==> src/include/cache_macros.svh <==
// cache geometry and field widths for the two-way set-associative block cache
`ifndef CACHE_MACROS_SVH
`define CACHE_MACROS_SVH

// ----------------------------------------
// geometry
// ----------------------------------------
`define CACHE_SETS        4
`define CACHE_WAYS        2
`define CACHE_LINE_WORDS  4

// ----------------------------------------
// widths
// ----------------------------------------
`define CACHE_WORD_W      32
`define CACHE_PADDR_W     30   // word address from the processor
`define CACHE_OFFSET_W    2    // word in line
`define CACHE_INDEX_W     2    // set select
`define CACHE_TAG_W       26   // paddr minus index and offset

// memory side works on whole lines
`define CACHE_LADDR_W     28   // tag then index
`define CACHE_LINE_W      128

`endif

==> src/hw/cache_pkg.sv <==
// cache package with the shared vector types and the controller state encoding
`default_nettype none

`include "cache_macros.svh"

package cache_pkg;

	// ----------------------------------------
	// data and address vectors
	// ----------------------------------------
	typedef logic [`CACHE_WORD_W-1:0]  word_t;
	typedef logic [`CACHE_PADDR_W-1:0] paddr_t;   // {tag, index, offset}
	typedef logic [`CACHE_LADDR_W-1:0] laddr_t;   // {tag, index}
	typedef logic [`CACHE_LINE_W-1:0]  line_t;    // word 0 in the low bits

	// address fields
	typedef logic [`CACHE_TAG_W-1:0]    tag_t;
	typedef logic [`CACHE_INDEX_W-1:0]  index_t;
	typedef logic [`CACHE_OFFSET_W-1:0] offset_t;

	// one of two ways
	typedef logic way_t;

	// ----------------------------------------
	// controller states
	// ----------------------------------------
	typedef enum logic [1:0] {
		ST_READY     = 2'd0,   // serving hits
		ST_WRITEBACK = 2'd1,   // victim line out to memory
		ST_REFILL    = 2'd2    // missing line in from memory
	} cache_state_e;

endpackage

`default_nettype wire

==> src/hw/cache_ctrl.sv <==
// cache controller FSM sequencing hits, victim write-back and line refill
`timescale 1ns/1ns
`default_nettype none

module cache_ctrl
	import cache_pkg::*;
(
	input  wire       clk,
	input  wire       rst_n,
	input  wire       i_proc_read,
	input  wire       i_proc_write,
	input  wire       i_hit,
	input  wire way_t i_hit_way,
	input  wire way_t i_victim_way,
	input  wire       i_victim_valid,
	input  wire       i_mem_ready,
	output logic      o_proc_stall,
	output logic      o_touch,       // pointer update on hit
	output logic      o_word_we,
	output logic      o_fill,        // line and tag install
	output way_t      o_way,
	output logic      o_mem_read,
	output logic      o_mem_write,
	output logic      o_rdata_en
);

	cache_state_e state;
	cache_state_e state_nxt;
	way_t         victim_r;   // way being replaced
	logic         req;
	logic         miss;

	assign req  = i_proc_read | i_proc_write;
	assign miss = req & ~i_hit;

	// ----------------------------------------
	// next state
	// ----------------------------------------
	always_comb begin
		state_nxt = state;
		case (state)
			ST_READY: begin
				if (miss)
					state_nxt = i_victim_valid ? ST_WRITEBACK : ST_REFILL;
			end
			ST_WRITEBACK: begin
				if (i_mem_ready)
					state_nxt = ST_REFILL;
			end
			ST_REFILL: begin
				if (i_mem_ready)
					state_nxt = ST_READY;   // request hits next cycle
			end
			default: state_nxt = ST_READY;
		endcase
	end

	always_ff @(posedge clk or negedge rst_n) begin
		if (!rst_n) begin
			state    <= ST_READY;
			victim_r <= '0;
		end else begin
			state <= state_nxt;
			if ((state == ST_READY) && miss)
				victim_r <= i_victim_way;   // held for the whole miss
		end
	end

	// ----------------------------------------
	// outputs
	// ----------------------------------------
	assign o_proc_stall = miss | (state != ST_READY);
	assign o_touch      = (state == ST_READY) & req & i_hit;
	assign o_word_we    = o_touch & i_proc_write;
	assign o_rdata_en   = (state == ST_READY) & i_proc_read & i_hit;
	assign o_fill       = (state == ST_REFILL) & i_mem_ready;
	assign o_way        = (state == ST_READY) ? i_hit_way : victim_r;
	assign o_mem_write  = (state == ST_WRITEBACK);
	assign o_mem_read   = (state == ST_REFILL);

endmodule

`default_nettype wire

==> src/hw/cache_data_store.sv <==
// cache data store with single-word write, whole-line fill and line read for write-back
`timescale 1ns/1ns
`default_nettype none

`include "cache_macros.svh"

module cache_data_store
	import cache_pkg::*;
(
	input  wire         clk,
	input  wire paddr_t i_addr,
	input  wire way_t   i_way,
	input  wire         i_word_we,    // hit write
	input  wire word_t  i_wdata,
	input  wire         i_fill,       // refill from memory
	input  wire line_t  i_fill_line,
	output word_t       o_rdata,
	output line_t       o_line
);

	word_t mem [`CACHE_SETS][`CACHE_WAYS][`CACHE_LINE_WORDS];

	index_t  idx;
	offset_t off;

	assign off = i_addr[`CACHE_OFFSET_W-1:0];
	assign idx = i_addr[`CACHE_OFFSET_W +: `CACHE_INDEX_W];

	// ----------------------------------------
	// read side
	// ----------------------------------------
	assign o_rdata = mem[idx][i_way][off];

	always_comb begin
		for (int k = 0; k < `CACHE_LINE_WORDS; k++)
			o_line[k*`CACHE_WORD_W +: `CACHE_WORD_W] = mem[idx][i_way][k];
	end

	// ----------------------------------------
	// write side
	// ----------------------------------------
	always_ff @(posedge clk) begin
		if (i_fill) begin
			for (int k = 0; k < `CACHE_LINE_WORDS; k++)
				mem[idx][i_way][k] <= i_fill_line[k*`CACHE_WORD_W +: `CACHE_WORD_W];
		end else if (i_word_we) begin
			mem[idx][i_way][off] <= i_wdata;   // fill and hit never overlap
		end
	end

endmodule

`default_nettype wire

==> src/hw/cache_tag_store.sv <==
// cache tag store holding tags, valid bits and MRU pointers, with hit and victim lookup
`timescale 1ns/1ns
`default_nettype none

`include "cache_macros.svh"

module cache_tag_store
	import cache_pkg::*;
(
	input  wire         clk,
	input  wire         rst_n,
	input  wire paddr_t i_addr,
	input  wire         i_touch,      // completed hit
	input  wire         i_fill,       // refill done, install tag
	input  wire way_t   i_fill_way,
	output logic        o_hit,
	output way_t        o_hit_way,
	output way_t        o_victim_way,
	output logic        o_victim_valid,
	output tag_t        o_victim_tag
);

	// ----------------------------------------
	// storage
	// ----------------------------------------
	tag_t                   tags  [`CACHE_SETS][`CACHE_WAYS];
	logic [`CACHE_WAYS-1:0] valid [`CACHE_SETS];
	way_t                   mru   [`CACHE_SETS];   // most recently used way

	index_t idx;
	tag_t   addr_tag;
	logic   hit_any;
	way_t   hit_way;
	way_t   victim;

	assign idx      = i_addr[`CACHE_OFFSET_W +: `CACHE_INDEX_W];
	assign addr_tag = i_addr[`CACHE_PADDR_W-1:`CACHE_OFFSET_W+`CACHE_INDEX_W];

	// ----------------------------------------
	// lookup
	// ----------------------------------------
	always_comb begin
		hit_any = 1'b0;
		hit_way = '0;
		for (int w = 0; w < `CACHE_WAYS; w++) begin
			if (valid[idx][w] && (tags[idx][w] == addr_tag)) begin
				hit_any = 1'b1;
				hit_way = way_t'(w);
			end
		end
	end

	// first invalid way wins, else the one not used last
	always_comb begin
		victim = ~mru[idx];
		for (int w = `CACHE_WAYS-1; w >= 0; w--) begin
			if (!valid[idx][w])
				victim = way_t'(w);
		end
	end

	assign o_hit          = hit_any;
	assign o_hit_way      = hit_way;
	assign o_victim_way   = victim;
	assign o_victim_valid = valid[idx][victim];
	assign o_victim_tag   = tags[idx][victim];   // only meaningful when valid

	// ----------------------------------------
	// update
	// ----------------------------------------
	always_ff @(posedge clk or negedge rst_n) begin
		if (!rst_n) begin
			for (int s = 0; s < `CACHE_SETS; s++) begin
				valid[s] <= '0;
				mru[s]   <= '0;
			end
		end else if (i_fill) begin
			valid[idx][i_fill_way] <= 1'b1;
			mru[idx]               <= i_fill_way;
		end else if (i_touch) begin
			mru[idx] <= hit_way;
		end
	end

	always_ff @(posedge clk) begin
		if (i_fill)
			tags[idx][i_fill_way] <= addr_tag;
	end

endmodule

`default_nettype wire

==> src/hw/cache_top.sv <==
// cache top level joining controller, tag store and data store to the two ports
`timescale 1ns/1ns
`default_nettype none

`include "cache_macros.svh"

module cache_top
	import cache_pkg::*;
(
	input  wire         clk,
	input  wire         rst_n,
	// processor side
	input  wire         i_proc_read,
	input  wire         i_proc_write,
	input  wire paddr_t i_proc_addr,
	input  wire word_t  i_proc_wdata,
	output word_t       o_proc_rdata,
	output logic        o_proc_stall,
	// memory side
	output logic        o_mem_read,
	output logic        o_mem_write,
	output laddr_t      o_mem_addr,
	output line_t       o_mem_wdata,
	input  wire line_t  i_mem_rdata,
	input  wire         i_mem_ready
);

	logic   hit;
	way_t   hit_way;
	way_t   victim_way;
	logic   victim_valid;
	tag_t   victim_tag;
	logic   touch;
	logic   word_we;
	logic   fill;
	way_t   way;
	logic   mem_write;
	logic   rdata_en;
	word_t  rdata;
	index_t addr_index;

	assign addr_index = i_proc_addr[`CACHE_OFFSET_W +: `CACHE_INDEX_W];

	cache_ctrl u_ctrl (
		.clk            (clk),
		.rst_n          (rst_n),
		.i_proc_read    (i_proc_read),
		.i_proc_write   (i_proc_write),
		.i_hit          (hit),
		.i_hit_way      (hit_way),
		.i_victim_way   (victim_way),
		.i_victim_valid (victim_valid),
		.i_mem_ready    (i_mem_ready),
		.o_proc_stall   (o_proc_stall),
		.o_touch        (touch),
		.o_word_we      (word_we),
		.o_fill         (fill),
		.o_way          (way),
		.o_mem_read     (o_mem_read),
		.o_mem_write    (mem_write),
		.o_rdata_en     (rdata_en)
	);

	cache_tag_store u_tags (
		.clk            (clk),
		.rst_n          (rst_n),
		.i_addr         (i_proc_addr),
		.i_touch        (touch),
		.i_fill         (fill),
		.i_fill_way     (way),
		.o_hit          (hit),
		.o_hit_way      (hit_way),
		.o_victim_way   (victim_way),
		.o_victim_valid (victim_valid),
		.o_victim_tag   (victim_tag)
	);

	cache_data_store u_data (
		.clk         (clk),
		.i_addr      (i_proc_addr),
		.i_way       (way),
		.i_word_we   (word_we),
		.i_wdata     (i_proc_wdata),
		.i_fill      (fill),
		.i_fill_line (i_mem_rdata),
		.o_rdata     (rdata),
		.o_line      (o_mem_wdata)   // victim line during write-back
	);

	// ----------------------------------------
	// port muxing
	// ----------------------------------------
	assign o_mem_write  = mem_write;
	assign o_mem_addr   = mem_write ? {victim_tag, addr_index}
	                                : i_proc_addr[`CACHE_PADDR_W-1:`CACHE_OFFSET_W];
	assign o_proc_rdata = rdata_en ? rdata : '1;   // all ones when idle

endmodule

`default_nettype wire

==> config.mk <==
export PLATFORM = sky130hd
export DESIGN_NAME = cache_top
export DESIGN_NICKNAME = d
export VERILOG_FILES = /design/src/hw/cache_pkg.sv /design/src/hw/cache_ctrl.sv /design/src/hw/cache_data_store.sv /design/src/hw/cache_tag_store.sv /design/src/hw/cache_top.sv
export VERILOG_INCLUDE_DIRS = /design/src /design/src/include
export SDC_FILE = /design/constraint.sdc
export NUM_CORES = 2
export LEC_CHECK = 0
export BUFFER_PORTS_ARGS = -buffer_cell sky130_fd_sc_hd__buf_4
export CORE_ASPECT_RATIO = 0.5
export CORE_MARGIN = 4
export CORE_UTILIZATION = 35
export DETAILED_ROUTE_END_ITERATION = 16
export PLACE_DENSITY_LB_ADDON = 0.12
export SLEW_MARGIN = 20
export SYNTH_ARGS = -nofsm -noshare
export SYNTH_HDL_FRONTEND = slang
export SYNTH_SLANG_ARGS = --single-unit
==> constraint.sdc <==
create_clock -name clk -period 7.75 [get_ports clk]
set_input_delay 1.1625 -clock clk [delete_from_list [all_inputs] [get_ports clk]]
set_output_delay 1.1625 -clock clk [all_outputs]
set_load 0.01 [all_outputs]
==> results.cfg <==
[run_status]
status = finished, final reports clean

[die]
initial_core_util = 0.3532
die_w_um = 561.9
die_area_um2 = 160100
io_pins = 386
die_height_um = 285.0
core_um2 = 152000
std_cell_rows = 101

[layout]
drive_above_1_share = 0.3146
multi_input_area_um2 = 15390
final_util = 0.4162
fillers = 13740
stdcell_area_um2 = 63270
nNetsFinal = 3738
seq_area_um2 = 37370
syn2layout_area_growth_pct = 17.84
fin_cells = 5712

[clocking]
cts_setup_buffers = 0
holdBufCountCts = 0
root_buffer = clkbuf_16
cts-resized-gates = 0
path_clk_slew_ns = 0.06
cts_sinks = 1247
htree_levels = 3
numCtsBuffers = 115
cts.path.max_buffers = 3
insertion_delay_ns = 0.75
tritoncts = yes

[critical_path]
cp-end-kind = output port
crit_fanout = 55
cp_slowest_cell = or4_1
cp-start-kind = input pin
required_ns = 6.59
path_class = input pin to output port
worst_path_most_repeated_cell = buf_12
crit_chain = buf_8, mux4_2, xnor2_1, nand4_1, or4_1, o41ai_4, buf_12, buf_12, mux2i_1, a22o_1, nor3_1, buf_4
cp.arrival_ns = 6.00
cpPeakStageDelay_ns = 0.82

[global_routing]
grt_pass1_wl_um = 280300
grtUsageTotal = 0.2589
grt_pass1_vias = 31150
grt.overflow.total = 0
grt_max_degree = 100
antenna_found_initial = 29

[logic_synthesis]
ys_seq_elements = 1247
synth_fp_nets = 3358
synth_most_common_cell = edfxtp_1
syn_area_per_cell_um2 = 16.98
ys_seq_area_frac = 0.6960
synth_top_area_frac = 0.6890
yosys_most_used_dff = edfxtp_1
yosys_warnings = 0
synth_cell_types = 54
synth_edf_count = 1232
ys_async_sr_fraction = 0.01203
synthTopCellsByCount = 1,232 x edfxtp_1, 403 x a21oi_1, 301 x mux4_2, 246 x nor2_1, 140 x clkbuf_1
synth_area_um2 = 53690
syn-instance-count = 3163
synth_area_leaders = edfxtp_1 69%, mux4_2 13%, a21oi_1 3.8%
yosysTopAreaCell = edfxtp_1

[route]
drt_iter0_markers = 4500
drc = 0
vias = 32520
routed_wl_um = 212200
wl_per_cell_um = 37.14
via_per_inst = 5.693
first_pass_iters = 6
ant_nets = 0

[timing]
hold_viol = 0
finalSetupTns_ns = 0
rsz0062_at_grt = no
worst-slew-pin-transition_ns = 1.073
slew_violations = 0
fmax_mhz = 139.6
fin_crit_sh = 0.9246
max_slew_margin = 0.2848
setup_viol_count_final = 0
finClkSkew_ns = 0.04640
min_period_ns = 7.165

[hold_path]
hp-class = input pin to async pin

[power_and_ir_drop]
p_leak_nw = 20.88
switching_share = 0.3202
switchingPower_mw = 6.087
pwr-share-seq = 0.433
power_mw = 19.01
power.density_nw_per_um2 = 300.5
p_comb_frac = 0.263
p_int_mw = 12.92
clockPowerShare = 0.304
vdd_drop_max_uv = 260.9

[placed_design]
gp_congestion = 1.008
hpwl_um = 142500
place_inst = 5486
place_area_um2 = 59500
numPortBuffers = 385

[flow_run]
maxCapViolCount = 0
registers in the layout (all words and copies together), names as in the netlist:
signal and cells:
u_ctrl.state 2, u_tags.valid 8, u_ctrl.victim_r 1, u_data.mem 1024, u_tags.tags 208, u_tags.mru 4
cell usage in the layout (no fill, tap or decap), drive strengths merged, types with 2 or more instances in the layout:
master	n
a21oi	403
nand2b	15
nand2	46
mux2	140
and4	3
edfxtp	1232
dfrtp	15
mux4	301
and2	66
a31oi	2
nor2	246
o2bb2ai	3
nor2b	4
nand3	5
nand4	11
nand4b	2
mux2i	103
o21ai	32
bufinv	13
xnor2	46
or2	18
clkinvlp	2
a22o	29
xor2	6
or4	6
nor4	6
o2111ai	2
clkinv	59
inv	66
o21bai	5
a211oi	3
diode	12
o22ai	3
nor3	103
clkbuf	137
buf	495
or3	3
metal layers:
layer / part of all wire / up-vias / global-route usage
li1: - / 13280 / -
met2: 0.44 / 1601 / 0.3791
met1: 0.42 / 17350 / 0.3593
met3: 0.099 / 288 / 0.07850
met4: 0.046 / 6 / 0.1066
met5: 0.00016 / - / 0
critical path, delay by kind of cell:
family          cells  cell delay, ns
mux                 2            1.24
buf+inv             4            1.19
simple gates        3            1.13
xor+xnor            1            0.18
compound gates      2            0.93
logic make-up after synthesis:
logic type	share of synthesized area
flip-flops	0.6960
multiplexers	0.1748
AND/OR/NAND/NOR	0.04707
AO/OA/AOI/OAI	0.04943
buffers and inverters	0.02419
XOR/XNOR	0.008482
stage by stage:
stage / worst slack, ns / hold slack, ns
4_1_cts: 0.6380 / 0.2404
2_1_floorplan: 1.784 / 0.4337
3_3_place_gp: 0.7003 / 0.4458
3_5_place_dp: 0.6382 / 0.4510
5_1_grt: 0.4435 / 0.2543
6_report: 0.5847 / 0.2891
path summary, 6_finish.rpt:
check / start / to / slack (ns) / depth (start not counted)
worst min-delay path: rst_n / u_tags.valid[4] / 0.29 / 1
worst min register to register: u_tags.valid[2] / u_tags.valid[2] / 0.47 / 1
max in group asynchronous: rst_n / u_ctrl.victim_r / 7.26 / 1
worst max-delay path: i_proc_addr[2] / o_proc_rdata[14] / 0.58 / 12
min in group clk: u_tags.valid[2] / u_tags.valid[2] / 0.47 / 1
worst max register to register: u_tags.tags[3][24] / u_data.mem[1][58] / 2.91 / 9
layout make-up:
cell class	instances	share of cell area
Timing Repair Buffer	495	0.06206
Clock buffer	137	0.04712
Antenna cell	12	0.0004746
Tap cell	2060	0.04074
Sequential cell	1247	0.5906
Clock inverter	77	0.01204
Multi-Input combinational cell	1621	0.2432
Inverter	63	0.003738
power groups by stage:
stage / Sequential (mW) / Combinational (mW) / Clock, mW
floorplan: 8.35 / 2.28 / 0
global placement: 8.36 / 4.90 / 0
detailed placement: 8.38 / 4.93 / 0
CTS: 8.23 / 4.95 / 5.89
global route: 8.26 / 5.13 / 6.19
finish: 8.23 / 5.00 / 5.78
Note: power is estimated with default switching activity, not from simulation.
